**config.mk**
```make
export PLATFORM = sky130hd
export DESIGN_NAME = covox_pwm
export DESIGN_NICKNAME = d
export VERILOG_FILES = /design/src/hdl/covox_pwm.sv
export SDC_FILE = /design/constraint.sdc
export NUM_CORES = 1
export LEC_CHECK = 0
export BUFFER_PORTS_ARGS = -buffer_cell sky130_fd_sc_hd__buf_2
export CORE_MARGIN = 5
export CORE_UTILIZATION = 49
export DETAILED_ROUTE_END_ITERATION = 6
export PLACE_DENSITY = 0.83
export SLEW_MARGIN = 25
export SYNTH_ARGS = -nofsm -noshare
export SYNTH_HDL_FRONTEND = slang
export SYNTH_SLANG_ARGS = --single-unit
```
**constraint.sdc**
```tcl
create_clock -name fclk -period 1.6 [get_ports fclk]
set_clock_uncertainty 0.15 [all_clocks]
set_input_delay 0.16 -clock fclk [delete_from_list [all_inputs] [get_ports fclk]]
set_output_delay 0.16 -clock fclk [all_outputs]
set_load 0.02 [all_outputs]
```
**src/hdl/covox_pwm.sv**
```systemverilog
`timescale 1ns/1ps
`default_nettype none

module covox_pwm #(
    parameter int OSC_W = 10
) (
    input  logic       fclk,
    input  logic       rst_n,
    input  logic [7:0] covox_value,
    input  logic       covox_int_en,
    output logic       beep,
    output logic       clkz_out,
    output logic       spiint_n
);

    logic [OSC_W-1:0] osc;
    // sample of covox_value held for one 256-count pwm period
    logic [7:0]       covox_work;

    // ------------------------------------------------------------
    // free-running oscillator and pwm
    // ------------------------------------------------------------
    always_ff @(posedge fclk)
    begin
        if (!rst_n)
        begin
            osc        <= '0;
            covox_work <= 8'd0;
            beep       <= 1'b0;
        end
        else
        begin
            osc  <= osc + 1'b1;
            beep <= (osc[7:0] < covox_work);
            if (osc[7:0] == 8'd0)
                covox_work <= covox_value;
        end
    end

    // z80 clock, fclk divided by 8
    assign clkz_out = osc[2];

    // low for the first 4 counts of each oscillator period
    always_ff @(posedge fclk)
    begin
        if (!rst_n)
            spiint_n <= 1'b1;
        else
            spiint_n <= !(covox_int_en && (osc[OSC_W-1:2] == '0));
    end

endmodule

`default_nettype wire

```
==> summary.md <==
| Metric | Value |
|---|---|
| Min-Delay Path Class | input port to flop |
| Post-synth EDFFs | 0 |
| Number of global-route vias before repair | around 790 |
| # setup viols final | 0 |
| Met2 usage | 0.297 |
| Count of final hold-check violations | 0 |
| Crit-path max cell delay | about 0.46 ns |
| Max-cap viol count | 0 |
| Num CTS Buffers | 3 |
| Initial antenna violation count | 0 |
| Nets | between 150 and 200 |
| Core area | 1940 sq um |
| Remaining Overflow, GRT | 0 |
| Crit path cell chain | ha_1 > o2111a_1 > a2111oi_2 |
| Syn_nets | between 100 and 150 |
| Final min period | around 1.6 ns |
| Mapped Avg Cell Area | between 8 and 9 sq um |
| Total track usage | 0.162 |
| Synth cell types | 31 |
| Period utilization | 0.974 |
| Warnings, synthesis | 0 |
| Setup crit end kind | flop |
| Die W | ~55 um |
| Boundary Pins | 14 |
| Area post-placement | between 1000 and 1500 sq um |
| Synth Instances | between 100 and 150 |
| P_leak | 0.542 nW |
| Layout area overhead | 31.3% |
| RePlAce Congestion | slightly above 0.8 |
| R2r endpoint | beep$_SDFF_PN0_ |
| Most instantiated library cell after synthesis | dfxtp_1 |
| Largest net degree at the start of global routing | 19 |
| Clock Tree Buf Depth | 2 |
| Vias | ~850 |
| Peak supply drop | 0.748 mV |
| Hold path endpoint | osc[9]$_SDFF_PN0_ |
| Unrepaired setup endpoints after global routing | yes |
| Worst reg2reg startpoint | osc[4]$_SDFF_PN0_ |
| Ranking of synthesized cells by area | dfxtp_1 (41%), ha_1 (11%), mux2i_1 (9.1%), nand2_1 (6.8%), inv_1 (4.6%) |
| Pre-antenna DRT Iters | 4 |
| Per-cell routed wire length | roughly 13 um |
| Top FF cell, synth | dfxtp_1 |
| Cell area after layout | roughly 1300 sq um |
| N_diodes | 0 |
| Vias per cell | roughly 5.1 |
| Remaining antenna violation count | 0 |
| PwrDens | 824 nW/um^2 |
| PortBufs | 13 |
| Layout Cells excl Fill | around 170 |
| Post-Syn Area | around 990 sq um |
| Hold path depth | 3 |
| Worst Tran Pin Value | ~0.35 ns |
| Commonest cells in the netlist | dfxtp_1 (20), nand2_1 (18), inv_1 (12), ha_1 (9), mux2i_1 (9) |
| DR iter-0 viols | 14 |
| Crit-path slowest cell | dfxtp_1 |
| Busiest layer in global routing | met2 |
| Synth Register Bits | 20 |
| Initial Util | 0.508 |
| Crit path arrival time | roughly 1.6 ns |
| Sequential area share after synthesis | 0.406 |
| Layout cells sized above 1 | 0.245 |
| Met1 Usage GRT | 0.184 |
| Worst-path fanout max | 4 |
| Die H | 54.9 um |
| # clock sinks | 20 |
| CTS tree | built |
| Post-Place Cells | roughly 150 |
| H-tree Lvls | 1 |
| Hold slack | between 0.01 and 0.015 ns |
| Tot Pwr | approximately 1.1 mW |
| First-pass GRT wire length | ~3.5 mm |
| R2R setup slack | 0.04 ns |
| Die ar. | about 3000 sq um |
| Row Count | 16 |
| Critical hold path startpoint | rst_n |
| M3 GR Usage | 0.0490 |
| Final slew viol count | 0 |
| CTS Root Cell | clkbuf_4 |
| Setup crit start kind | flop |
| Routed WL | 2.09 mm |
| WS Path Type | flop to flop |
| Ys async rst share | 0 |
| DRC viols | 0 |
| Outcome | finished clean |
| Max-slew headroom | 0.762 |
| Path depth of the worst reg2reg path | 3 |
| Post-synth top area share | 0.406 |
| Worst-Skew Late Latency | about 0.30 ns |
| Hpwl dp | approximately 1.5 mm |
| Leading area contributor after synthesis | dfxtp_1 |
| FMAX | around 0.64 GHz |
| Crit path required time | around 1.7 ns |
| Clock transition at the registers of the reported paths | between 0.1 and 0.15 ns |
| Number of setup buffers added after CTS | 0 |
## report_power, final
| group | leakage (nW) | switching, mW | internal, mW |
|---|---|---|---|
| Clock | 0.0210 | 0.156 | 0.139 |
| Sequential | 0.167 | 0.0230 | 0.532 |
| Combinational | 0.354 | 0.103 | 0.116 |
| Total | 0.542 | 0.282 | 0.786 |
## through the flow
stage	utilization	setup TNS [ns]	setup slack (ns)
after global placement	0.577	0	0.0434
final	0.668	0	0.0413
after floorplan	-	0	0.0379
after global routing	0.668	-0.0290	-0.0246
after CTS	0.650	0	0.0124
after detailed placement	0.577	-0.0758	-0.0758
## layout make-up
class	instances	area [sq um]
inverters	13	48.8
fillers	162	646
well taps	27	33.8
flip-flops and latches	20	413
multi-input cells	76	569
repair buffers	26	195
clock buffers	4	36.3
## placed cells by master, fill, tap and decap left out, types with 2 or more instances in the layout
master / instances
nand2_1: 18
dlygate4sd3_1: 8
nor2_1: 5
o21ai_0: 3
xnor2_1: 2
clkbuf_4: 3
nand3_1: 4
dfxtp_4: 2
inv_1: 12
dfxtp_1: 14
buf_4: 4
dfxtp_2: 4
a21oi_1: 5
mux2i_1: 9
nor3b_1: 2
buf_2: 13
ha_1: 8
or3_1: 2
## per-layer routing
| metal | part of all wire | wire length, um |
|---|---|---|
| met1 | 0.40 | 847 |
| met3 | 0.043 | 91 |
| met5 | 0 | 0 |
| met4 | 0.0057 | 12 |
| met2 | 0.55 | 1140 |
## worst max path at each step
stage,from,to,slack (ns)
global route,osc[3]$_SDFF_PN0_,covox_work[6]$_SDFFE_PN0N_,-0.02
CTS,osc[3]$_SDFF_PN0_,osc[7]$_SDFF_PN0_,0.01
finish,osc[4]$_SDFF_PN0_,beep$_SDFF_PN0_,0.04
global placement,covox_work[3]$_SDFFE_PN0N_,beep$_SDFF_PN0_,0.04
detailed placement,covox_work[3]$_SDFFE_PN0N_,beep$_SDFF_PN0_,-0.08
floorplan,osc[3]$_SDFF_PN0_,beep$_SDFF_PN0_,0.04
## worst max-delay path, delay by kind of cell, from the launching register on
family | cells | cell delay (ns)
compound gates | 2 | 0.60
flops | 1 | 0.46
fa+ha+maj | 1 | 0.27
## sequential cells by signal (all words and copies together) (netlist names)
signal	count
spiint_n	1
covox_work	8
beep	1
osc	10
## cells by family after synthesis
kind of cell / after synthesis / share of synthesized area
and+or+nand+nor: 41 / 0.208
DFF: 20 / 0.406
buffers and inverters: 16 / 0.0659
AOI/OAI and AO/OA: 14 / 0.0887
muxes: 9 / 0.0913
adders and majority gates: 9 / 0.114
xor gates and xnor gates: 3 / 0.0266
## timing repair
action / CTS / global route
hold buffers: 8 / 0
pin swaps: 1 / 1
endpoints found under the setup margin: 3 / 9
hold endpoints to repair: 8 / 0
resized for setup: 5 / 10
Power figures use the tool's default switching activity.
