[src/hdl/board_pkg.sv]
`default_nettype none

package board_pkg;

    // ------------------------------------------------------------
    // command numbers sent with spics_n high
    // ------------------------------------------------------------
    localparam logic [7:0] CMD_SD_CS0        = 8'ha1;
    localparam logic [7:0] CMD_SD_CS1        = 8'ha2;
    localparam logic [7:0] CMD_FLASH_LOADDR  = 8'ha3;
    localparam logic [7:0] CMD_FLASH_MIDADDR = 8'ha4;
    localparam logic [7:0] CMD_FLASH_HIADDR  = 8'ha5;
    localparam logic [7:0] CMD_FLASH_DATA    = 8'ha6;
    localparam logic [7:0] CMD_FLASH_CTRL    = 8'ha7;
    localparam logic [7:0] CMD_COVOX         = 8'h53;
    localparam logic [7:0] CMD_INT_CONTROL   = 8'h54;

    // ------------------------------------------------------------
    // widths and reset values
    // ------------------------------------------------------------
    localparam int FLASH_ADDR_W   = 19;
    // first address bit routed to the rom page pins
    localparam int FLASH_PAGE_LSB = 14;
    // post-increment wraps inside one 16k page
    localparam int FLASH_INC_W    = 14;

    localparam logic [7:0] COVOX_RESET = 8'h7f;
    localparam logic [7:0] REPLY_IDLE  = 8'hff;

    // data byte of a transfer, meaning depends on the command
    typedef union packed {
        logic [7:0] raw;
        struct packed {
            logic [3:0] rsvd;
            logic       postinc;
            logic       we;
            logic       oe;
            logic       cs;
        } flash_ctrl;
        struct packed {
            logic [6:0] rsvd;
            logic       enable_covox;
        } int_ctrl;
    } cmd_data_t;

endpackage

`default_nettype wire
[src/hdl/spi_xfer_if.sv]
`timescale 1ns/1ps
`default_nettype none

// one finished avr spi transfer, slave side to register bank
interface spi_xfer_if;

    logic [7:0]            cmd;
    board_pkg::cmd_data_t  wdata;
    logic                  xfer_end;
    logic                  xfer_start;
    // byte shifted back to the avr during the data phase
    logic [7:0]            reply;

    modport slave (
        output cmd, wdata, xfer_end, xfer_start,
        input  reply
    );

    modport regs (
        input  cmd, wdata, xfer_end, xfer_start,
        output reply
    );

endinterface

`default_nettype wire

[src/hdl/avr_cmd_regs.sv]
`timescale 1ns/1ps
`default_nettype none

module avr_cmd_regs (
    input  logic                               fclk,
    input  logic                               rst_n,
    input  logic [7:0]                         flash_rdata,
    output logic [board_pkg::FLASH_ADDR_W-1:0] flash_addr,
    output logic                               flash_cs,
    output logic                               flash_oe,
    output logic                               flash_we,
    output logic [7:0]                         flash_wdata,
    output logic [7:0]                         covox_value,
    output logic                               covox_int_en,
    spi_xfer_if.regs                           xfer
);

    localparam int INC_W = board_pkg::FLASH_INC_W;
    localparam int HI_W  = board_pkg::FLASH_ADDR_W - 16;

    localparam logic [INC_W-1:0] INC_ONE = 1;

    logic flash_postinc;

    // ------------------------------------------------------------
    // register writes at the end of a transfer
    // ------------------------------------------------------------
    always_ff @(posedge fclk)
    begin
        if (!rst_n)
        begin
            flash_addr    <= '0;
            flash_cs      <= 1'b0;
            flash_oe      <= 1'b0;
            flash_we      <= 1'b0;
            flash_postinc <= 1'b0;
            covox_value   <= board_pkg::COVOX_RESET;
            covox_int_en  <= 1'b0;
        end
        else if (xfer.xfer_end)
        begin
            case (xfer.cmd)
                board_pkg::CMD_FLASH_LOADDR:
                    flash_addr[7:0] <= xfer.wdata.raw;
                board_pkg::CMD_FLASH_MIDADDR:
                    flash_addr[15:8] <= xfer.wdata.raw;
                board_pkg::CMD_FLASH_HIADDR:
                    flash_addr[board_pkg::FLASH_ADDR_W-1:16] <= xfer.wdata.raw[HI_W-1:0];
                board_pkg::CMD_FLASH_DATA:
                begin
                    // wraps inside the page, upper bits untouched
                    if (flash_postinc)
                        flash_addr[INC_W-1:0] <= flash_addr[INC_W-1:0] + INC_ONE;
                end
                board_pkg::CMD_FLASH_CTRL:
                begin
                    flash_cs      <= xfer.wdata.flash_ctrl.cs;
                    flash_oe      <= xfer.wdata.flash_ctrl.oe;
                    flash_we      <= xfer.wdata.flash_ctrl.we;
                    flash_postinc <= xfer.wdata.flash_ctrl.postinc;
                end
                board_pkg::CMD_COVOX:
                    covox_value <= xfer.wdata.raw;
                board_pkg::CMD_INT_CONTROL:
                    covox_int_en <= xfer.wdata.int_ctrl.enable_covox;
                default:
                begin
                    // sd commands and unknown numbers change nothing here
                end
            endcase
        end
    end

    // write byte for the flash data bus
    always_ff @(posedge fclk)
    begin
        if (xfer.xfer_end && (xfer.cmd == board_pkg::CMD_FLASH_DATA))
            flash_wdata <= xfer.wdata.raw;
    end

    // ------------------------------------------------------------
    // reply byte, chosen as the data phase opens
    // ------------------------------------------------------------
    always_ff @(posedge fclk)
    begin
        if (!rst_n)
            xfer.reply <= board_pkg::REPLY_IDLE;
        else if (xfer.xfer_start)
        begin
            case (xfer.cmd)
                board_pkg::CMD_FLASH_DATA:
                    xfer.reply <= flash_rdata;
                // inverted so the avr can tell a live link from a stuck line
                board_pkg::CMD_COVOX:
                    xfer.reply <= ~covox_value;
                default:
                    xfer.reply <= board_pkg::REPLY_IDLE;
            endcase
        end
    end

endmodule

`default_nettype wire

[src/flat_wrapper.sv]
// flat-port wrapper written by rule: the top's interface ports become plain ports
module avr_cmd_regs_flat 
  (fclk, rst_n, flash_rdata, flash_addr, flash_cs, flash_oe, flash_we, flash_wdata, covox_value, covox_int_en, xfer_cmd, xfer_wdata, xfer_xfer_end, xfer_xfer_start, xfer_reply);
  spi_xfer_if xfer_i ();
  input  logic fclk;
  input  logic rst_n;
  input  logic [7:0] flash_rdata;
  output logic [board_pkg::FLASH_ADDR_W-1:0] flash_addr;
  output logic flash_cs;
  output logic flash_oe;
  output logic flash_we;
  output logic [7:0] flash_wdata;
  output logic [7:0] covox_value;
  output logic covox_int_en;
  input wire logic [$bits(xfer_i.cmd)-1:0] xfer_cmd;
  input wire logic [$bits(xfer_i.wdata)-1:0] xfer_wdata;
  input wire logic [$bits(xfer_i.xfer_end)-1:0] xfer_xfer_end;
  input wire logic [$bits(xfer_i.xfer_start)-1:0] xfer_xfer_start;
  output wire logic [$bits(xfer_i.reply)-1:0] xfer_reply;
  assign xfer_i.cmd = xfer_cmd;
  assign xfer_i.wdata = xfer_wdata;
  assign xfer_i.xfer_end = xfer_xfer_end;
  assign xfer_i.xfer_start = xfer_xfer_start;
  assign xfer_reply = xfer_i.reply;
  avr_cmd_regs u_core (.fclk(fclk), .rst_n(rst_n), .flash_rdata(flash_rdata), .flash_addr(flash_addr), .flash_cs(flash_cs), .flash_oe(flash_oe), .flash_we(flash_we), .flash_wdata(flash_wdata), .covox_value(covox_value), .covox_int_en(covox_int_en), .xfer(xfer_i));
endmodule
[config.mk]
export PLATFORM = sky130hd
export DESIGN_NAME = avr_cmd_regs_flat
export DESIGN_NICKNAME = d
export VERILOG_FILES = /design/src/hdl/board_pkg.sv /design/src/hdl/spi_xfer_if.sv /design/src/hdl/avr_cmd_regs.sv /design/src/flat_wrapper.sv
export SDC_FILE = /design/constraint.sdc
export NUM_CORES = 1
export LEC_CHECK = 0
export BUFFER_PORTS_ARGS = -buffer_cell sky130_fd_sc_hd__buf_2
export CAP_MARGIN = 10
export CORE_MARGIN = 3
export CORE_UTILIZATION = 30
export DETAILED_ROUTE_END_ITERATION = 8
export PLACE_DENSITY = 0.63
export SYNTH_ARGS = -nofsm -noshare
export SYNTH_HDL_FRONTEND = slang
export SYNTH_SLANG_ARGS = --single-unit
[constraint.sdc]
create_clock -name fclk -period 4.6 [get_ports fclk]
set_input_delay 0.23 -clock fclk [delete_from_list [all_inputs] [get_ports fclk]]
set_output_delay 0.23 -clock fclk [all_outputs]
set_load 0.005 [all_outputs]
==> impl_metrics.tcl <==
set metrics [dict create \
    drc_errors 0 \
    io_buffers 74 \
    switching_share_pct 21.0 \
    cp-end-kind "flop" \
    setup_violations 0 \
    slew_headroom_pct 34.7 \
    grt_max_degree 28 \
    routabilityCongestion 0.828 \
    grt_pass1_wl_mm 11.0 \
    fmax_mhz 425 \
    finClkSkew_ps 2.19 \
    cts-root-buf "clkbuf_8" \
    fin_crit_ps 2350 \
    period_share_pct 51.1 \
    vias_per_cell 5.42 \
    postCtsSetupBuffers 0 \
    post_cts_resized 0 \
    leakage_nw 1.06 \
    cp_num_buf_inv 1 \
    ant_nets 0 \
    cts_buffers 5 \
    yosysTopAreaCellShare_pct 33.8 \
    grt.total_usage_pct 15.8 \
    synthTopCellsByArea "dfxtp_1 (34%), edfxtp_1 (10%), mux2i_1 (7.6%)" \
    fin_area_mm2 0.00293 \
    worst_pin_slew_ps 973 \
    hp-class "in -> reg" \
    wl_per_cell_um 16.5 \
    cts.sinks 48 \
    maxCapViolCount 0 \
    antenna_found_initial 0 \
    p_switching_mw 0.176 \
    reg2reg_from "u_core.flash_addr[4]$_SDFFE_PN0P_" \
    cts_tree "done" \
    core-area_mm2 0.00745 \
    hold_slack_ps 162 \
    ys_dominant_reg_cell "dfxtp_1" \
    fillers 773 \
    io_pins 75 \
    synth_top_area_cell "dfxtp_1" \
    hold_buffers 0 \
    ys_ff_latch 48 \
    hold_path_startpoint "xfer_wdata[4]" \
    netlist_area_mm2 0.00237 \
    synth-edff-count 8 \
    async_flop_share_pct 0 \
    cp_slowest_cell "nor4_1" \
    start_kind "primary input" \
    syn_nets 288 \
    vdd_drop_max_mv 0.139 \
    vias 2305 \
    dp_hpwl_mm 5.18 \
    cts_max_path_buffers 2 \
    combPwrFrac_pct 6.4 \
    clk-insertion-delay-late_ps 300 \
    rsz0062_at_grt "no" \
    cpLargestDelayFamily "simple AND/OR/NAND/NOR gates" \
    pwr-share-seq_pct 51.0 \
    grt_pass1_vias 2061 \
    startpoint "xfer_cmd[4]" \
    syn_inst 259 \
    wl_mm 7.03 \
    crit_required_ps 4780 \
    drive_gt1_share_pct 26.7 \
    post_dp_cell_area_mm2 0.00280 \
    timing.final.max_slew_violations 0 \
    hold_violations 0 \
    die_y_um 94.8 \
    finalSetupTns_ps 0 \
    worst_path_largest_cell_delay_ps 990 \
    dr.pass1.iters 4 \
    finalPower_mw 0.838 \
    synth_cell_types 41 \
    area_delta_synth_final_pct 23.9 \
    avgSynthCellArea_um2 9.14 \
    die-area_mm2 0.00899 \
    initial_utilization_pct 31.8 \
    outcome "finished, final reports clean" \
    crit_fanout 25 \
    power.density_mw_per_mm2 286 \
    antenna_cells 0 \
    path_clk_slew_ps 90 \
    fin_nets 354 \
    grt-ovfl-total 0 \
    p_int_mw 0.662 \
    cp_cell_sequence "buf_2, nand4bb_1, nor4_1, mux2i_1, nor2_1" \
    htreeDepth 2 \
    num_rows 31 \
    synth_warnings 0 \
    ys_seq_area_share_pct 44.0 \
    fp.dieW_um 94.8 \
    worst-setup-path-type "in -> reg" \
    power.share.clock_pct 42.7 \
    arrival_ps 2530 \
    drtIter0Drc 177 \
]
==> path summary, 6_finish.rpt <==
check,endpoint,slack (ps),cells past startpoint
worst max-delay path,u_core.flash_addr[16]$_SDFFE_PN0P_,2250,5
worst min-delay path,u_core.flash_wdata[4]$_DFFE_PP_,160,1
worst max register to register,u_core.flash_addr[13]$_SDFFE_PN0P_,2840,4
worst min register to register,u_core.covox_int_en$_SDFFE_PN0P_,500,2
==> synthesized netlist by cell type (all sizes together) (3+ instances only) <==
master and n:
dfxtp 40, o21ai 25, nor2 23, nand2 22, mux2i 18, clkbuf 14, a21oi 9, a2bb2oi 8
edfxtp 8, o221ai 8, nor3 7, nand3 6, o22ai 6, o31a 6, a31oi 5, a21o 4
and3 4, nand4 4, nand4bb 4, and2 3, nand2b 3, nand3b 3, o211ai 3, or4 3
==> placed cells by master, fill, tap and decap left out, drive strengths merged, types with 8 or more instances in the layout <==
| master | count |
|---|---|
| o221ai | 8 |
| a2bb2oi | 8 |
| a21oi | 9 |
| o21ai | 25 |
| mux2i | 18 |
| dfxtp | 40 |
| nand2 | 22 |
| nor2 | 23 |
| buf | 74 |
| edfxtp | 8 |
==> flip-flops by register name (all words and copies together) (netlist names) <==
signal and count:
u_core.flash_addr 19, u_core.covox_value 8, u_core.flash_wdata 8, u_core.xfer.reply 8
u_core.covox_int_en 1, u_core.flash_cs 1, u_core.flash_oe 1, u_core.flash_postinc 1
u_core.flash_we 1
==> metal layers <==
metal,part of all wire [%],vias up,global-route usage [%]
met5,0,-,0
met3,8.7,6,4.06
met1,46,1086,21.4
met2,44,91,25.2
li1,-,1122,-
met4,0.75,0,3.25
==> cells by family after synthesis <==
kind of cell / Yosys count / synth area share [%]
DFF: 48 / 44.0
AOI/OAI and AO/OA: 82 / 23.5
adders and majority gates: 1 / 0.529
muxes: 18 / 7.61
buffers and inverters: 17 / 2.91
and+or+nand+nor: 93 / 21.5
==> metrics by stage <==
step,instances,util [%],setup slack (ps)
final,425,39.4,2250
after global placement,417,37.6,2100
after CTS,425,39.4,2270
after detailed placement,417,37.6,1940
after global routing,425,39.4,1980
after floorplan,259,-,2960
==> power groups by stage <==
| stage | clock network [mW] | registers [mW] | logic [mW] |
|---|---|---|---|
| final | 0.358 | 0.427 | 0.0534 |
| after global routing | 0.388 | 0.428 | 0.0586 |
| after CTS | 0.368 | 0.427 | 0.0534 |
| after detailed placement | 0 | 0.437 | 0.0532 |
| after global placement | 0 | 0.437 | 0.0525 |
| after floorplan | 0 | 0.437 | 0.0258 |
==> area by class of cell <==
class	count	area [µm²]	share of cell area (%)
Multi-Input combinational cell	194	1260	42.9
Sequential cell	48	1040	35.5
Timing Repair Buffer	74	370	12.6
Tap cell	99	124	4.23
Clock buffer	6	72.6	2.48
Clock inverter	2	60.1	2.05
Inverter	2	7.51	0.256
(Power assumes the default switching activity.)
