--- src/hdl/board_pkg.sv ---
`default_nettype none

package board_pkg;

    // ------------------------------------------------------------
    // command numbers sent with spics_n high
    // ------------------------------------------------------------
    localparam logic [7:0] CMD_SD_CS0        = 8'ha1;
    localparam logic [7:0] CMD_SD_CS1        = 8'ha2;
    localparam logic [7:0] CMD_FLASH_LOADDR  = 8'ha3;
    localparam logic [7:0] CMD_FLASH_MIDADDR = 8'ha4;
    localparam logic [7:0] CMD_FLASH_HIADDR  = 8'ha5;
    localparam logic [7:0] CMD_FLASH_DATA    = 8'ha6;
    localparam logic [7:0] CMD_FLASH_CTRL    = 8'ha7;
    localparam logic [7:0] CMD_COVOX         = 8'h53;
    localparam logic [7:0] CMD_INT_CONTROL   = 8'h54;

    // ------------------------------------------------------------
    // widths and reset values
    // ------------------------------------------------------------
    localparam int FLASH_ADDR_W   = 19;
    // first address bit routed to the rom page pins
    localparam int FLASH_PAGE_LSB = 14;
    // post-increment wraps inside one 16k page
    localparam int FLASH_INC_W    = 14;

    localparam logic [7:0] COVOX_RESET = 8'h7f;
    localparam logic [7:0] REPLY_IDLE  = 8'hff;

    // data byte of a transfer, meaning depends on the command
    typedef union packed {
        logic [7:0] raw;
        struct packed {
            logic [3:0] rsvd;
            logic       postinc;
            logic       we;
            logic       oe;
            logic       cs;
        } flash_ctrl;
        struct packed {
            logic [6:0] rsvd;
            logic       enable_covox;
        } int_ctrl;
    } cmd_data_t;

endpackage

`default_nettype wire
--- src/hdl/spi_xfer_if.sv ---
`timescale 1ns/1ps
`default_nettype none

// one finished avr spi transfer, slave side to register bank
interface spi_xfer_if;

    logic [7:0]            cmd;
    board_pkg::cmd_data_t  wdata;
    logic                  xfer_end;
    logic                  xfer_start;
    // byte shifted back to the avr during the data phase
    logic [7:0]            reply;

    modport slave (
        output cmd, wdata, xfer_end, xfer_start,
        input  reply
    );

    modport regs (
        input  cmd, wdata, xfer_end, xfer_start,
        output reply
    );

endinterface

`default_nettype wire

--- src/hdl/avr_spi_slave.sv ---
`timescale 1ns/1ps
`default_nettype none

module avr_spi_slave (
    input  logic        fclk,
    input  logic        rst_n,
    input  logic        spick,
    input  logic        spics_n,
    input  logic        spido,
    input  logic        sddi,
    output logic        spidi,
    output logic        sddo,
    output logic        sdclk,
    output logic        sdcs_n,
    spi_xfer_if.slave   xfer
);

    // bit order {spics_n, spick, spido}
    logic [2:0] sync1;
    logic [2:0] sync2;
    logic       cs_d;
    logic       ck_d;
    logic [2:0] bitptr;

    logic cs_s;
    logic ck_s;
    logic do_s;
    logic ck_rise;
    logic ck_fall;
    logic sd_cmd;
    logic sd_selected;

    assign cs_s = sync2[2];
    assign ck_s = sync2[1];
    assign do_s = sync2[0];

    assign ck_rise = ck_s & ~ck_d;
    assign ck_fall = ~ck_s & ck_d;

    // ------------------------------------------------------------
    // synchroniser and edge detect
    // ------------------------------------------------------------
    always_ff @(posedge fclk)
    begin
        if (!rst_n)
        begin
            sync1 <= 3'b101;
            sync2 <= 3'b101;
            cs_d  <= 1'b1;
            ck_d  <= 1'b0;
        end
        else
        begin
            sync1 <= {spics_n, spick, spido};
            sync2 <= sync1;
            cs_d  <= cs_s;
            ck_d  <= ck_s;
        end
    end

    // strobes registered once more so the bank sees them 4 cycles after the pin
    always_ff @(posedge fclk)
    begin
        if (!rst_n)
        begin
            xfer.xfer_end   <= 1'b0;
            xfer.xfer_start <= 1'b0;
        end
        else
        begin
            xfer.xfer_end   <= cs_s & ~cs_d;
            xfer.xfer_start <= ~cs_s & cs_d;
        end
    end

    // command byte while deselected, data byte while selected
    always_ff @(posedge fclk)
    begin
        if (!rst_n)
            xfer.cmd <= 8'hff;
        else if (ck_rise)
        begin
            if (cs_s)
                xfer.cmd <= {xfer.cmd[6:0], do_s};
            else
                xfer.wdata.raw <= {xfer.wdata.raw[6:0], do_s};
        end
    end

    // reply bit pointer, msb first
    always_ff @(posedge fclk)
    begin
        if (!rst_n || cs_s)
            bitptr <= 3'd7;
        else if (ck_fall)
            bitptr <= bitptr - 3'd1;
    end

    // ------------------------------------------------------------
    // sd card pass-through on the raw pins
    // ------------------------------------------------------------
    assign sd_cmd = (xfer.cmd == board_pkg::CMD_SD_CS0) ||
                    (xfer.cmd == board_pkg::CMD_SD_CS1);
    assign sd_selected = sd_cmd && !spics_n;

    assign spidi  = sd_selected ? sddi  : xfer.reply[bitptr];
    assign sddo   = sd_selected ? spido : 1'b1;
    assign sdclk  = sd_selected ? spick : 1'b0;
    // only a1 actually selects the card
    assign sdcs_n = !((xfer.cmd == board_pkg::CMD_SD_CS0) && !spics_n);

endmodule

`default_nettype wire

--- src/flat_wrapper.sv ---
// flat-port wrapper written by rule: the top's interface ports become plain ports
module avr_spi_slave_flat 
  (fclk, rst_n, spick, spics_n, spido, sddi, spidi, sddo, sdclk, sdcs_n, xfer_cmd, xfer_wdata, xfer_xfer_end, xfer_xfer_start, xfer_reply);
  spi_xfer_if xfer_i ();
  input  logic fclk;
  input  logic rst_n;
  input  logic spick;
  input  logic spics_n;
  input  logic spido;
  input  logic sddi;
  output logic spidi;
  output logic sddo;
  output logic sdclk;
  output logic sdcs_n;
  output wire logic [$bits(xfer_i.cmd)-1:0] xfer_cmd;
  output wire logic [$bits(xfer_i.wdata)-1:0] xfer_wdata;
  output wire logic [$bits(xfer_i.xfer_end)-1:0] xfer_xfer_end;
  output wire logic [$bits(xfer_i.xfer_start)-1:0] xfer_xfer_start;
  input wire logic [$bits(xfer_i.reply)-1:0] xfer_reply;
  assign xfer_cmd = xfer_i.cmd;
  assign xfer_wdata = xfer_i.wdata;
  assign xfer_xfer_end = xfer_i.xfer_end;
  assign xfer_xfer_start = xfer_i.xfer_start;
  assign xfer_i.reply = xfer_reply;
  avr_spi_slave u_core (.fclk(fclk), .rst_n(rst_n), .spick(spick), .spics_n(spics_n), .spido(spido), .sddi(sddi), .spidi(spidi), .sddo(sddo), .sdclk(sdclk), .sdcs_n(sdcs_n), .xfer(xfer_i));
endmodule
--- config.mk ---
export PLATFORM = sky130hd
export DESIGN_NAME = avr_spi_slave_flat
export DESIGN_NICKNAME = d
export VERILOG_FILES = /design/src/hdl/board_pkg.sv /design/src/hdl/spi_xfer_if.sv /design/src/hdl/avr_spi_slave.sv /design/src/flat_wrapper.sv
export SDC_FILE = /design/constraint.sdc
export NUM_CORES = 1
export LEC_CHECK = 0
export ABC_AREA = 1
export BUFFER_PORTS_ARGS = -buffer_cell sky130_fd_sc_hd__buf_2
export CORE_MARGIN = 2
export CORE_UTILIZATION = 25
export CTS_BUF_LIST = sky130_fd_sc_hd__clkbuf_4
export CTS_CLUSTER_DIAMETER = 50
export CTS_CLUSTER_SIZE = 28
export DETAILED_ROUTE_END_ITERATION = 10
export PLACE_DENSITY = 0.41
export SYNTH_ARGS = -nofsm -noshare
export SYNTH_HDL_FRONTEND = slang
export SYNTH_SLANG_ARGS = --single-unit
--- constraint.sdc ---
create_clock -name fclk -period 1.9 [get_ports fclk]
set_input_delay 0.285 -clock fclk [delete_from_list [all_inputs] [get_ports fclk]]
set_output_delay 0.285 -clock fclk [all_outputs]
set_load 0.005 [all_outputs]
==> results of run 1 <==
==> layout make-up <==
class                   instances  area [um2]  share of cell area
inverters                      25        95.1              0.0673
well taps                      52        65.1              0.0461
clock buffers                   7        52.6              0.0372
clock inverters                 1        3.75             0.00266
flip-flops and latches         29         661               0.468
multi-input cells              71         353               0.250
repair buffers                 36         183               0.129
==> synthesized netlist by cell type, drive strengths merged <==
master  count  area, um2
or2         2       12.5
clkinv      1       5.00
ha          1       12.5
edfxtp      8        240
nor3        2       10.0
nand3      15       87.6
nor2        7       36.3
dfxtp      21        420
o21ai       1       5.00
nand2      35        131
buf         1       5.00
a21oi       1       5.00
o211ai      7       52.6
inv        24       90.1
==> layout by cell type (no fill, tap or decap) <==
master / netlist / final
nand2_1: 35 / 35
buf_2: 1 / 35
inv_1: 21 / 21
dfxtp_1: 21 / 21
nand3_1: 14 / 14
edfxtp_1: 8 / 8
o211ai_1: 7 / 7
clkbuf_4: 0 / 7
nor2_1: 5 / 5
inv_2: 3 / 3
nor3_1: 2 / 2
or2_2: 2 / 2
nor2_4: 1 / 1
nor2_2: 1 / 1
a21oi_1: 1 / 1
o21ai_1: 1 / 1
nand3_4: 1 / 1
clkinv_2: 1 / 1
ha_1: 1 / 1
clkinv_1: 0 / 1
buf_4: 0 / 1
==> logic make-up (layout without fill, tap and decap cells) <==
kind of cell             Yosys count  after routing  share of synthesized area
AO/OA/AOI/OAI                      9              9                     0.0562
adder cells (fa/ha/maj)            1              1                     0.0112
buffers and inverters             26             69                     0.0899
flip-flops                        29             29                      0.593
AND/OR/NAND/NOR                   61             61                      0.249
==> worst min-delay path, stage by stage <==
cell     delay [ns]
buf_2          0.07
inv_1          0.04
nand2_1        0.04
==> power by group through the flow <==
stage	clock (mW)	sequential, mW	combinational, mW
3_5_place_dp	0	0.674	0.0726
5_1_grt	0.417	0.662	0.0815
2_1_floorplan	0	0.674	0.0390
6_report	0.366	0.660	0.0717
4_1_cts	0.387	0.660	0.0729
3_3_place_gp	0	0.674	0.0718
==> registers in the layout, indices dropped and copies added (netlist names) <==
signal and flops:
u_core.bitptr 3, u_core.ck_d 1, u_core.cs_d 1, u_core.sync1 3, u_core.sync2 3, u_core.xfer.cmd 8, u_core.xfer.wdata 8, u_core.xfer.xfer_end 1
u_core.xfer.xfer_start 1
==> routing by layer <==
metal / vias up / global-route usage / part of all wire
li1: 484 / - / -
met2: 32 / 0.140 / 0.43
met3: 4 / 0.0484 / 0.069
met1: 411 / 0.122 / 0.48
met5: - / 0 / 0
met4: 0 / 0.0377 / 0.014
==> worst max-delay path by stage <==
stage / slack (ns) / from / to / depth (start not counted)
2_1_floorplan: 0.40 / u_core.sync2[2]$_SDFF_PN1_ / u_core.xfer.wdata[0]$_DFFE_PP_ / 3
3_3_place_gp: 0.46 / rst_n / u_core.xfer.wdata[0]$_DFFE_PP_ / 6
3_5_place_dp: 0.44 / rst_n / u_core.xfer.wdata[3]$_DFFE_PP_ / 6
4_1_cts: 0.19 / u_core.xfer.cmd[6]$_SDFFE_PN1P_ / spidi / 7
5_1_grt: 0.06 / u_core.xfer.cmd[4]$_SDFFE_PN1P_ / spidi / 7
6_report: 0.22 / u_core.xfer.cmd[5]$_SDFFE_PN1P_ / spidi / 6
==> metrics by stage <==
| step | setup slack [ns] | util |
|---|---|---|
| global placement | 0.462 | 0.314 |
| CTS | 0.194 | 0.327 |
| detailed placement | 0.436 | 0.314 |
| global route | 0.0641 | 0.327 |
| finish | 0.219 | 0.327 |
| floorplan | 0.397 | - |
==> metrics.cfg, run 1 <==
[sta]
max_freq_mhz=595
slew_viol_final=0
maxSlewHeadroom=0.817
finalSetupViolCount=0
period_needed_ns=1.68
grt_setup_unrepaired=no
fin_tns_setup_ns=0
tightest_slew_ns=0.273
period_share=0.885
finClkSkew_ns=0.00902
hold_slack_ns=0.147
hold_viol_final=0

[detailed_routing]
drt_iter0_markers=52
wire_per_inst_um=10.1
wl_um=2230
viasPerCell=4.21
drtAntennaViolNets=0
dr.pass1.iters=4
via_count=931
route.detailed.drc=0

[pwr]
p_sw_mw=0.247
combPwrFrac=0.065
p_int_mw=0.851
power.total_mw=1.10
max-vdd-ir-drop_mv=0.353
seq_power_share=0.601
powerDensity_mw_per_mm2=777
switching_share=0.225
cellLeakagePower_nw=0.718
pwr-share-clk=0.334

[worst_setup_path]
path_max_fanout=4
r2r_end=u_core.xfer.wdata[7]$_DFFE_PP_
crit_type=flip-flop to primary output
path_common_cell=nand2_1
end_kind=primary output
r2r-start=u_core.sync2[2]$_SDFF_PN1_
cp.buffers_inverters=1
worstRegToRegCells=4
path_cells=nand2_1, nor2_1, nand2_1, nand3_1, nand2_1, buf_2
r2r_setup_slack_ns=0.73
max_stage_delay_ns=0.39
required_ns=1.62
arrival_ns=1.40
critPathSlowestCell=dfxtp_1
path_delay_family=simple AND/OR/NAND/NOR gates
cp-start-kind=flip-flop

[clocking]
cts_setup_buffers=0
hold_buffers=0
clkLatencyLatePin_ns=0.32
cts.path.max_buffers=2
cts_resized=0
cts_root_buf=clkbuf_4
cts.clk_slew.worst_paths_ns=0.08
cts_tree=yes
cts_buffers=5
cts_max_level=2
clock-sinks=29

[placed_design]
placed_cell_area_mm2=0.00136
portBuffers=35
place.gp.congestion=0.754
placedCellCount=213
hpwl_um=1740

[layout]
design_area_mm2=0.00141
syn2layout_area_growth_pct=26.9
num_antenna_cells=0
fin_nets=183
drive_gt1_frac=0.308
nFillCells=488
fin_cells=221

[outcome]
status=finished, final reports clean

[logic_synthesis]
ys_ff_latch=29
synth_nets=141
syn_area_mm2=0.00111
yosys_warnings=0
synth_area_per_cell_um2=8.84
synth.distinct_cells=18
syn-instance-count=126
synth-seq-area-share=0.593

[grt]
antenna_found_initial=0
grt_pass1_vias=846
grt_overflow=0
grt_start_max_net_pins=15
grt_use_total=0.0963
grt_pass1_wl_um=3680

[job]
drv_cap=0

[hold_path]
min_to=u_core.sync1[0]$_SDFF_PN1_
min_path_type=primary input to flip-flop
whs_path_depth=3
hp-start=spido

[floorplanning]
die_x_um=70.7
core.rowCount=24
core_area_mm2=0.00432
ios=36
die-area_mm2=0.00500
die_y_um=70.7
start_util=0.258

Power figures use the tool's default switching activity.
==> run 2: changes to the inputs <==
--- a/config.mk
+++ b/config.mk
@@ -5,7 +5,6 @@
 export SDC_FILE = /design/constraint.sdc
 export NUM_CORES = 1
 export LEC_CHECK = 0
-export ABC_AREA = 1
 export BUFFER_PORTS_ARGS = -buffer_cell sky130_fd_sc_hd__buf_2
 export CORE_MARGIN = 2
 export CORE_UTILIZATION = 25
@@ -13,7 +12,7 @@
 export CTS_CLUSTER_DIAMETER = 50
 export CTS_CLUSTER_SIZE = 28
 export DETAILED_ROUTE_END_ITERATION = 10
-export PLACE_DENSITY = 0.41
+export PLACE_DENSITY = 0.42
 export SYNTH_ARGS = -nofsm -noshare
 export SYNTH_HDL_FRONTEND = slang
 export SYNTH_SLANG_ARGS = --single-unit
==> run 2 against run 1 <==
The flow now finishes with violations (negative setup slack). Hold slack improved by 0.014 ns. Utilization is 2.4 points higher. Wire length is 4.1% lower. Global-route usage increased by 0.29 points. Critical endpoint unchanged. Highest routed layer unchanged.
==> metrics.cfg, run 2 <==
[worst_setup_path]
end_kind=primary output
crit_type=flip-flop to primary output
cp-start-kind=flip-flop
path_cells=mux4_2, mux2_4, mux2_4, buf_6
critPathSlowestCell=mux4_2
path_max_fanout=3  ; -1
path_common_cell=mux2_4
arrival_ns=1.82  ; +0.42 ns
worstRegToRegCells=4  ; unchanged
required_ns=1.62  ; about the same
max_stage_delay_ns=0.49  ; +0.10 ns

[grt]
antenna_found_initial=0  ; unchanged
grt_overflow=0  ; unchanged
grt_start_max_net_pins=17  ; +2
use_met2=0.150  ; +0.00939
grt_pass1_wl_um=3620  ; -1.9%
met3_usage=0.0541  ; +0.00566
grt_pass1_vias=768  ; -9.2%
busiest_layer=met2
grt_use_total=0.0992  ; +0.00286
grt_util_met1=0.117  ; -0.00451

[detailed_routing]
dr.pass1.iters=2  ; -2
drtAntennaViolNets=0  ; unchanged
wl_um=2140  ; -4.1%
drt_iter0_markers=25  ; -52%
wire_per_inst_um=11.4  ; +13%
via_count=790  ; -15%
route.detailed.drc=0  ; unchanged
viasPerCell=4.20  ; -0.25%

[placed_design]
portBuffers=35  ; unchanged
placedCellCount=178  ; -16%
hpwl_um=1530  ; -12%
place.gp.congestion=0.646  ; -14%
placed_cell_area_mm2=0.00131  ; -3.8%

[outcome]
violations=negative setup slack
status=finished, violations left

[sta]
maxSlewHeadroom=0.772  ; -0.0453
hold_slack_ns=0.162  ; +0.0142 ns
tightest_slew_ns=0.341  ; +0.0680 ns
setup_slack_ns=-0.206  ; -0.425 ns
hold_viol_final=0  ; unchanged
slew_viol_final=0  ; unchanged
fin_tns_setup_ns=-0.206  ; -0.206 ns
finalSetupViolCount=1  ; +1
period_needed_ns=2.11  ; +0.425 ns
period_share=1.11  ; +0.224
max_freq_mhz=475  ; -20%
finClkSkew_ns=0.0106  ; +0.00155 ns
grt_setup_unrepaired=yes

[logic_synthesis]
syn_area_mm2=0.00106  ; -4.8%
ys_ff_latch=29  ; unchanged
synth_nets=108  ; -23%
yosys.area.top_type=dfxtp_1
synth_edf_count=8  ; unchanged
synth_simple_gate_area_frac=0.237  ; -0.0121
synth.distinct_cells=24  ; +6
muxShareOfSynthArea=0.0744  ; +0.0744
synth_fa_ha_area_frac=0.0118  ; +0.000570
synth_compound_gate_area_share=0.00708  ; -0.0491
synth-main-ff-cell=dfxtp_1
syn-instance-count=93  ; -26%
synth_xor_area_frac=0.0248  ; +0.0248
netlist.area_leader.share=0.397  ; +0.0192
yosys_warnings=0  ; unchanged
synth_top_family_by_area=simple AND/OR/NAND/NOR gates
synthArstFlopShare=0  ; unchanged
synth-seq-area-share=0.623  ; +0.0301
synth_area_per_cell_um2=11.4  ; +29%
synth_area_leaders=dfxtp_1 40%, edfxtp_1 23%, nand2_1 7.1%
yosysMostFrequentCell=dfxtp_1
synthTopCellsByCount=21 x dfxtp_1, 20 x nand2_1, 9 x nand3_1

[clocking]
clock-sinks=29  ; unchanged
hold_buffers=0  ; unchanged
cts.path.max_buffers=2  ; unchanged
cts_tree=yes
cts.clk_slew.worst_paths_ns=0.09  ; about the same
cts_root_buf=clkbuf_4
cts_buffers=5  ; unchanged
clkLatencyLatePin_ns=0.32  ; about the same
cts_max_level=2  ; unchanged

[floorplanning]
ios=36  ; unchanged
core.rowCount=23  ; -4.2%
die-area_mm2=0.00478  ; -4.6%
core_area_mm2=0.00403  ; -6.8%
start_util=0.263  ; +0.00552
die_y_um=69.1  ; -2.3%
die_x_um=69.1  ; -2.3%

[layout]
design_area_mm2=0.00141  ; unchanged
syn2layout_area_growth_pct=33.3
reg_top3=u_core.xfer.cmd: 8 flops, u_core.xfer.wdata: 8 flops
final_common_cell=buf_2
num_antenna_cells=0  ; unchanged
drive_gt1_frac=0.428  ; +0.120
fin_nets=152  ; -17%
fin_cells=188  ; -15%
final_cell_mix=34 x buf_2, 20 x nand2_1, 17 x dfxtp_1

[job]
drv_cap=0  ; unchanged

[hold_path]
min_path_type=primary input to flip-flop
whs_path_depth=2  ; -1

[pwr]
power.total_mw=1.10  ; -0.10%
powerDensity_mw_per_mm2=776  ; -0.10%
cellLeakagePower_nw=0.658  ; -8.3%
max-vdd-ir-drop_mv=0.315  ; -11%

==> run 2: cell types whose count changed after synthesis, moves of 2 or more <==
cell,change
inv_1,-17
clkbuf_1,+2
nand3b_1,+2
and2_1,+4
inv_2,-3
mux4_1,+2
nor2_1,-3
nand3_1,-5
xor2_1,+2
o211ai_1,-6
nand2b_1,+5
nand2_1,-15
==> run 2: final timing paths <==
kind / start / end / slack (ns)
max reg2reg: u_core.sync2[2]$_SDFF_PN1_ / u_core.xfer.wdata[7]$_DFFE_PP_ / 0.52
min reg2reg: u_core.cs_d$_SDFF_PN1_ / u_core.xfer.xfer_end$_SDFF_PN0_ / 0.40
min: spido / u_core.sync1[0]$_SDFF_PN1_ / 0.16
max: u_core.bitptr[0]$_SDFFE_PN1P_ / spidi / -0.21
==> run 2: worst max-delay path: cells and delay by family, from the launching register on <==
family	cells	cell delay [ns]
flops	1	0.37
mux	3	1.03
buf+inv	1	0.11
==> run 2: stage by stage <==
stage | worst slack, ns | utilization
after floorplan | 0.221 | -
after global placement | 0.0763 | 0.324
after detailed placement | 0.0509 | 0.324
after CTS | -0.233 | 0.346
after global routing | -0.268 | 0.351
final | -0.206 | 0.351
==> run 2: power breakdown <==
group / internal [mW] / switching [mW]
Sequential: 0.648 / 0.0134
Combinational: 0.0442 / 0.0324
Clock: 0.155 / 0.204
Total: 0.847 / 0.249
==> run 2: timing repair <==
action	4_1_cts	5_1_grt
resized for setup	9	5
pin swaps	2	2
setup buffers	1	1
setup endpoints to repair	2	2
cloned	0	0
==> run 2: kinds of logic after synthesis <==
logic type,Yosys count
simple gates,49
flops,29
buf+inv,6
mux,4
xor+xnor,3
compound gates,1
fa+ha+maj,1
==> run 2: layer usage <==
| layer | part of all wire | vias to the layer above |
|---|---|---|
| li1 | - | 400 |
| met1 | 0.44 | 359 |
| met2 | 0.47 | 25 |
| met3 | 0.070 | 6 |
| met4 | 0.018 | 0 |
| met5 | 0 | - |
==> run 2: final cells by class <==
class / count / area, um2
clock buffer: 6 / 45.0
clock inverter: 2 / 10.0
fill: 444 / 2620
inverter: 4 / 15.0
multi-input combinational: 58 / 400
sequential: 29 / 668
tap: 50 / 62.6
timing repair buffer: 39 / 211
